File: config.mk
export PLATFORM = sky130hd
export DESIGN_NAME = dbg_test_top
export DESIGN_NICKNAME = d
export VERILOG_FILES = /design/src/dbg_test_pkg.sv /design/src/dbg_test_top.sv /design/src/dbg_test_dr_bank.sv /design/src/dbg_test_jtagsm.sv
export SDC_FILE = /design/constraint.sdc
export NUM_CORES = 1
export LEC_CHECK = 0
export BUFFER_PORTS_ARGS = -buffer_cell sky130_fd_sc_hd__buf_2
export CAP_MARGIN = 20
export CORE_MARGIN = 8
export CORE_UTILIZATION = 51
export CTS_CLUSTER_DIAMETER = 40
export DETAILED_ROUTE_END_ITERATION = 10
export PLACE_DENSITY = 0.76
export RECOVER_POWER = 50
export SLEW_MARGIN = 20
export SYNTH_ARGS = -nofsm -noshare
export SYNTH_HDL_FRONTEND = slang
export SYNTH_SLANG_ARGS = --single-unit
File: constraint.sdc
create_clock -name tck -period 3.9 [get_ports tck]
set_input_delay 0.585 -clock tck [delete_from_list [all_inputs] [get_ports tck]]
set_output_delay 0.585 -clock tck [all_outputs]
set_load 0.02 [all_outputs]
File: src/dbg_test_pkg.sv
//////////////////////////////////////////////////////////////////////
// Shared JTAG TAP definitions: state encoding, instruction type and
// codes, and the decoded TAP control bundle
//////////////////////////////////////////////////////////////////////

package dbg_test_pkg;

  // IEEE 1149.1 style state encoding
  typedef enum logic [3:0] {
    TAP_EXIT2_DR         = 4'h0,
    TAP_EXIT1_DR         = 4'h1,
    TAP_SHIFT_DR         = 4'h2,
    TAP_PAUSE_DR         = 4'h3,
    TAP_SELECT_IR_SCAN   = 4'h4,
    TAP_UPDATE_DR        = 4'h5,
    TAP_CAPTURE_DR       = 4'h6,
    TAP_SELECT_DR_SCAN   = 4'h7,
    TAP_EXIT2_IR         = 4'h8,
    TAP_EXIT1_IR         = 4'h9,
    TAP_SHIFT_IR         = 4'ha,
    TAP_PAUSE_IR         = 4'hb,
    TAP_RUN_TEST_IDLE    = 4'hc,
    TAP_UPDATE_IR        = 4'hd,
    TAP_CAPTURE_IR       = 4'he,
    TAP_TEST_LOGIC_RESET = 4'hf
  } tap_state_t;

  // Low bits of the instruction register that are decoded
  localparam int INSTR_WIDTH = 7;

  typedef logic [INSTR_WIDTH-1:0] instr_t;

  // Any other code selects BYPASS
  localparam instr_t INSTR_IDCODE = 7'd1;
  localparam instr_t INSTR_DATA   = 7'd2;

  typedef struct packed {
    logic shift_ir;
    logic shift_dr;
    logic capture_dr;
    logic update_dr;
    logic update_ir;
    logic test_logic_reset;
  } tap_ctrl_t;

endpackage
File: src/dbg_test_top.sv
//////////////////////////////////////////////////////////////////////
// JTAG debug-test access port top level
//////////////////////////////////////////////////////////////////////

module dbg_test_top
  import dbg_test_pkg::*;
#(
  parameter int          TOTAL_IR_SIZE = 15,
  parameter int          DATA_WIDTH    = 32,
  parameter logic [31:0] IDCODE_VALUE  = 32'h1dbe_0f35
) (
  input  logic                  tck,
  input  logic                  reset_n,
  input  logic                  tms,
  input  logic                  tdi,
  output logic                  tdo,
  input  logic [DATA_WIDTH-1:0] data_in,
  output logic [DATA_WIDTH-1:0] data_out,
  output logic                  data_strobe,
  output instr_t                instruction,
  output logic                  shift_dr_next
);

  tap_ctrl_t ctrl;
  logic      ir_tdo;

  dbg_test_jtagsm #(
    .TOTAL_IR_SIZE (TOTAL_IR_SIZE)
  ) u_jtagsm (
    .tck           (tck),
    .reset_n       (reset_n),
    .tms           (tms),
    .tdi           (tdi),
    .ctrl          (ctrl),
    .instruction   (instruction),
    .ir_tdo        (ir_tdo),
    .shift_dr_next (shift_dr_next)
  );

  dbg_test_dr_bank #(
    .DATA_WIDTH   (DATA_WIDTH),
    .IDCODE_VALUE (IDCODE_VALUE)
  ) u_dr_bank (
    .tck         (tck),
    .reset_n     (reset_n),
    .tdi         (tdi),
    .ctrl        (ctrl),
    .instruction (instruction),
    .ir_tdo      (ir_tdo),
    .data_in     (data_in),
    .tdo         (tdo),
    .data_out    (data_out),
    .data_strobe (data_strobe)
  );

endmodule

File: src/dbg_test_dr_bank.sv
//////////////////////////////////////////////////////////////////////
// Data register bank: instruction decode, IDCODE, BYPASS and user
// DATA registers, parallel DATA update and tdo select
//////////////////////////////////////////////////////////////////////

module dbg_test_dr_bank
  import dbg_test_pkg::*;
#(
  parameter int          DATA_WIDTH   = 32,
  parameter logic [31:0] IDCODE_VALUE = 32'h1dbe_0f35
) (
  input  logic                  tck,
  input  logic                  reset_n,
  input  logic                  tdi,
  input  tap_ctrl_t             ctrl,
  input  instr_t                instruction,
  input  logic                  ir_tdo,
  input  logic [DATA_WIDTH-1:0] data_in,
  output logic                  tdo,
  output logic [DATA_WIDTH-1:0] data_out,
  output logic                  data_strobe
);

  typedef logic [DATA_WIDTH-1:0] data_t;
  typedef logic [31:0]           idcode_t;

  logic sel_idcode;
  logic sel_data;
  logic sel_bypass;

  idcode_t idcode_sr;
  data_t   data_sr;
  logic    bypass_sr;

  // BYPASS takes every unassigned code
  assign sel_idcode = (instruction == INSTR_IDCODE);
  assign sel_data   = (instruction == INSTR_DATA);
  assign sel_bypass = !sel_idcode && !sel_data;

  always_ff @(posedge tck)
  begin
    if (sel_idcode)
    begin
      if (ctrl.capture_dr)
        idcode_sr <= IDCODE_VALUE;
      else if (ctrl.shift_dr)
        idcode_sr <= {tdi, idcode_sr[31:1]};
    end
  end

  always_ff @(posedge tck)
  begin
    if (sel_data)
    begin
      if (ctrl.capture_dr)
        data_sr <= data_in;
      else if (ctrl.shift_dr)
        data_sr <= {tdi, data_sr[DATA_WIDTH-1:1]};
    end
  end

  // Single stage, so a scan returns a leading 0 and then tdi
  always_ff @(posedge tck)
  begin
    if (sel_bypass)
    begin
      if (ctrl.capture_dr)
        bypass_sr <= 1'b0;
      else if (ctrl.shift_dr)
        bypass_sr <= tdi;
    end
  end

  // Parallel DATA update on the falling edge in Update-DR
  always_ff @(negedge tck or negedge reset_n)
  begin
    if (!reset_n)
    begin
      data_out    <= '0;
      data_strobe <= 1'b0;
    end
    else
    begin
      data_strobe <= ctrl.update_dr && sel_data;
      if (ctrl.update_dr && sel_data)
        data_out <= data_sr;
    end
  end

  always_comb
  begin
    if (ctrl.shift_ir)
      tdo = ir_tdo;
    else if (sel_idcode)
      tdo = idcode_sr[0];
    else if (sel_data)
      tdo = data_sr[0];
    else
      tdo = bypass_sr;
  end

endmodule

File: src/dbg_test_jtagsm.sv
//////////////////////////////////////////////////////////////////////
// TAP controller: sixteen-state machine, instruction shift register
// and active instruction latch
//////////////////////////////////////////////////////////////////////

module dbg_test_jtagsm
  import dbg_test_pkg::*;
#(
  parameter int TOTAL_IR_SIZE = 15
) (
  input  logic      tck,
  input  logic      reset_n,
  input  logic      tms,
  input  logic      tdi,
  output tap_ctrl_t ctrl,
  output instr_t    instruction,
  output logic      ir_tdo,
  output logic      shift_dr_next
);

  tap_state_t state;
  tap_state_t next_state;

  logic [TOTAL_IR_SIZE-1:0] ir;

  always_ff @(posedge tck or negedge reset_n)
  begin
    if (!reset_n)
      state <= TAP_TEST_LOGIC_RESET;
    else
      state <= next_state;
  end

  always_comb
  begin
    next_state = TAP_TEST_LOGIC_RESET;
    case (state)
      TAP_TEST_LOGIC_RESET:
        if (tms)
          next_state = TAP_TEST_LOGIC_RESET;
        else
          next_state = TAP_RUN_TEST_IDLE;
      TAP_RUN_TEST_IDLE:
        if (tms)
          next_state = TAP_SELECT_DR_SCAN;
        else
          next_state = TAP_RUN_TEST_IDLE;
      TAP_SELECT_DR_SCAN:
        if (tms)
          next_state = TAP_SELECT_IR_SCAN;
        else
          next_state = TAP_CAPTURE_DR;
      TAP_CAPTURE_DR:
        if (tms)
          next_state = TAP_EXIT1_DR;
        else
          next_state = TAP_SHIFT_DR;
      TAP_SHIFT_DR:
        if (tms)
          next_state = TAP_EXIT1_DR;
        else
          next_state = TAP_SHIFT_DR;
      TAP_EXIT1_DR:
        if (tms)
          next_state = TAP_UPDATE_DR;
        else
          next_state = TAP_PAUSE_DR;
      TAP_PAUSE_DR:
        if (tms)
          next_state = TAP_EXIT2_DR;
        else
          next_state = TAP_PAUSE_DR;
      TAP_EXIT2_DR:
        if (tms)
          next_state = TAP_UPDATE_DR;
        else
          next_state = TAP_SHIFT_DR;
      TAP_UPDATE_DR:
        if (tms)
          next_state = TAP_SELECT_DR_SCAN;
        else
          next_state = TAP_RUN_TEST_IDLE;
      TAP_SELECT_IR_SCAN:
        if (tms)
          next_state = TAP_TEST_LOGIC_RESET;
        else
          next_state = TAP_CAPTURE_IR;
      TAP_CAPTURE_IR:
        if (tms)
          next_state = TAP_EXIT1_IR;
        else
          next_state = TAP_SHIFT_IR;
      TAP_SHIFT_IR:
        if (tms)
          next_state = TAP_EXIT1_IR;
        else
          next_state = TAP_SHIFT_IR;
      TAP_EXIT1_IR:
        if (tms)
          next_state = TAP_UPDATE_IR;
        else
          next_state = TAP_PAUSE_IR;
      TAP_PAUSE_IR:
        if (tms)
          next_state = TAP_EXIT2_IR;
        else
          next_state = TAP_PAUSE_IR;
      TAP_EXIT2_IR:
        if (tms)
          next_state = TAP_UPDATE_IR;
        else
          next_state = TAP_SHIFT_IR;
      TAP_UPDATE_IR:
        if (tms)
          next_state = TAP_SELECT_DR_SCAN;
        else
          next_state = TAP_RUN_TEST_IDLE;
      default:
        next_state = TAP_TEST_LOGIC_RESET;
    endcase
  end

  // State decodes seen by the data register bank
  assign ctrl.shift_ir         = (state == TAP_SHIFT_IR);
  assign ctrl.shift_dr         = (state == TAP_SHIFT_DR);
  assign ctrl.capture_dr       = (state == TAP_CAPTURE_DR);
  assign ctrl.update_dr        = (state == TAP_UPDATE_DR);
  assign ctrl.update_ir        = (state == TAP_UPDATE_IR);
  assign ctrl.test_logic_reset = (state == TAP_TEST_LOGIC_RESET);

  // Look-ahead into Shift-DR
  assign shift_dr_next = (next_state == TAP_SHIFT_DR);

  // Instruction register with tdi entering at the top
  always_ff @(posedge tck)
  begin
    if (ctrl.test_logic_reset)
      ir <= '0;
    else if (ctrl.shift_ir)
      ir <= {tdi, ir[TOTAL_IR_SIZE-1:1]};
  end

  assign ir_tdo = ir[0];

  // Active instruction changes half a cycle into Update-IR
  always_ff @(negedge tck or negedge reset_n)
  begin
    if (!reset_n)
      instruction <= '0;
    else if (ctrl.update_ir)
      instruction <= ir[INSTR_WIDTH-1:0];
  end

endmodule

==> flow_metrics.env <==
export IMPL_slew_viol_final=79
export IMPL_io_buffers=77
export IMPL_p_sw_uw=773
export IMPL_holdWs_ns=0.341
export IMPL_r2r_cells=6
export IMPL_cts_sinks=124
export IMPL_finish_instance_area_um2=6410
export IMPL_setup_reg_to_reg_worst_slack_ns=-0.09
export IMPL_p_comb_frac=0.110
export IMPL_die_h_um=115
export IMPL_final_common_cell="buf_2"
export IMPL_nNetsFinal=477
export IMPL_layout_common_cells="buf_2, edfxtp_1, mux2_2"
export IMPL_synth_top_area_cell="edfxtp_1"
export IMPL_fillerInstances=655
export IMPL_final_layout_size_suffix_gt1_frac=0.498
export IMPL_grt_max_degree=45
export IMPL_p_total_mw=3.30
export IMPL_violations="max-capacitance violations, max-slew violations, negative setup slack"
export IMPL_seqPwrFrac=0.449
export IMPL_fin_cells=587
export IMPL_dp_cells=548
export IMPL_cts_tree="done"
export IMPL_hold_class="in -> reg"
export IMPL_insertedDiodeCount=0
export IMPL_p_int_mw=2.53
export IMPL_ios=78
export IMPL_routedWlPerCell_um=16.7
export IMPL_clkPwrFrac=0.441
export IMPL_start_kind="flop"
export IMPL_crit_start="u_jtagsm.instruction[3]"
export IMPL_synth_fp_nets=372
export IMPL_dp_hpwl_mm=6.08
export IMPL_rsz0062_at_grt="true"
export IMPL_dr_pass1_iters=4
export IMPL_finClkSkew_ns=0.0768
export IMPL_track_usage=0.155
export IMPL_vias=2981
export IMPL_gp_congestion=0.805
export IMPL_syn_area_um2=5030
export IMPL_cts_hold_buf=0
export IMPL_cp_max_fo=2
export IMPL_die_area_um2=13300
export IMPL_cts_max_level=4
export IMPL_maxCapViolations=2
export IMPL_pwr_density_cell_nw_per_um2=515
export IMPL_regToRegStartpoint="u_jtagsm.state[0]"
export IMPL_grt_first_pass_wirelength_mm=15.7
export IMPL_cts_buffers=17
export IMPL_fp_dieW_um=115
export IMPL_drt_iter0_markers=150
export IMPL_yosysUniqueCellTypes=34
export IMPL_crit_path_end="tdo"
export IMPL_setup_violations=73
export IMPL_rows=36
export IMPL_grt_overflow_total=0
export IMPL_rr_endpoint="u_dr_bank.data_out[6]"
export IMPL_seq_area_frac_synth=0.668
export IMPL_worstSetupPathType="reg -> out"
export IMPL_netlist_instances=336
export IMPL_synth_area_per_cell_um2=15.0
export IMPL_worst_slew_pin_slew_ns=2.44
export IMPL_arrival_ns=4.11
export IMPL_path_clk_slew_ns=0.05
export IMPL_hold_violations=0
export IMPL_syn_to_final_growth_pct=27.5
export IMPL_tns_ns=-14.73
export IMPL_yosys_top_cells_area="edfxtp_1, dfrtn_1, mux2_2"
export IMPL_cp_end_kind="output port"
export IMPL_grt_pass1_vias=3047
export IMPL_fin_ws_ns=-0.799
export IMPL_ant_nets=0
export IMPL_vias_per_cell=5.08
export IMPL_peakVddDrop_uv=343
export IMPL_place_area_um2=5710
export IMPL_synth_seq_cells=124
export IMPL_antenna_found_initial=0
export IMPL_yosys_warnings=0
export IMPL_critical_path_required_ns=3.31
export IMPL_status="complete, but fails checks"
export IMPL_cts_root_buf="clkbuf_8"
export IMPL_synth_top_cell_area_share=0.388
export IMPL_clock_path_buffers=2
export IMPL_p_sw_frac=0.234
export IMPL_p_leak_nw=2.85
export IMPL_drc=0
export IMPL_slew_headroom=-0.628
export IMPL_core_area_um2=9680
export IMPL_final_core_util=0.661
export IMPL_drt_wl_total_mm=9.78
export IMPL_insertion_delay_ns=0.51
export IMPL_dpl_worst_slack_ns=-0.381
export IMPL_start_util=0.519
==> Yosys cell counts, drive strengths merged <==
library cell   n
nor4b          1
o21ai          3
nand4          2
a21o           1
edfxtp        65
a22o           1
nand2b         3
or2           18
mux2          70
dfrtn         40
or4b           1
buf            7
o211ai         2
or3b           1
o21a           1
or3            2
nor2           6
a21oi         17
nand3b         1
dfstp          4
clkbuf        11
nor3           2
dfxtp         15
or4            2
nand2         36
nand4b         1
nor2b         17
inv            2
nand3          3
nor4bb         1
==> cell type report <==
class                   instances  area [um^2]  share of cell area
clock inverters                 4         23.8             0.00371
clock buffers                  28          539              0.0842
repair buffers                104          712               0.111
inverters                       2         7.51             0.00117
flip-flops and latches        124         3360               0.524
well taps                     133          166              0.0260
multi-input cells             192         1600               0.250
==> power groups by stage <==
stage | clock, mW | sequential [mW] | combinational, mW
global route | 1.55 | 1.49 | 0.404
floorplan | 0 | 1.48 | 0.286
detailed placement | 0 | 1.50 | 0.373
finish | 1.45 | 1.48 | 0.363
CTS | 1.48 | 1.48 | 0.383
global placement | 0 | 1.50 | 0.363
==> cell families (layout without fill, tap and decap cells) <==
family                 Yosys count  count (layout)  share of synthesized area
AO/OA/AOI/OAI                   25              25                     0.0276
buffers and inverters           20             138                     0.0217
multiplexers                    70              70                      0.178
flip-flops                     124             124                      0.668
AND/OR/NAND/NOR                 97              97                      0.104
==> critical path, cell delays in order (launching register included) <==
cell and delay [ns]:
dfrtn_1 0.33, or3_1 0.38, or3_4 0.35, or4_4 0.42, nand4_1 0.11, buf_6 0.13
==> worst min path at each step <==
stage                     from              end  slack, ns  cells after the start
6_report                   tdi  u_jtagsm.ir[14]       0.34                      3
5_1_grt                    tdi  u_jtagsm.ir[14]       0.33                      3
4_1_cts                    tdi  u_jtagsm.ir[14]       0.32                      3
3_5_place_dp    u_jtagsm.ir[7]   u_jtagsm.ir[6]       0.45                      2
3_3_place_gp   u_jtagsm.ir[13]  u_jtagsm.ir[12]       0.44                      2
2_1_floorplan  u_jtagsm.ir[11]  u_jtagsm.ir[10]       0.43                      2
==> sequential cells by signal, summed over array words and instances (netlist names) <==
register,flops
u_jtagsm.ir,15
u_jtagsm.state,4
u_dr_bank.data_sr,32
u_dr_bank.data_out,32
u_dr_bank.data_strobe,1
u_dr_bank.idcode_sr,32
u_jtagsm.instruction,7
u_dr_bank.bypass_sr,1
==> per-layer routing <==
layer  track usage  up-vias  part of all wire
met3        0.0446       11             0.066
met1         0.199     1483              0.46
li1              -     1411                 -
met4        0.0709        0             0.012
met2         0.238       76              0.47
met5             0        -                 0
==> what timing repair did <==
action                                  CTS  global route
cloned                                    3             1
pin swaps                                 3             1
buffers inserted                          4             2
resized for setup                        12             8
endpoints found under the setup margin   30            65
Note: power is estimated with default switching activity, not from simulation.
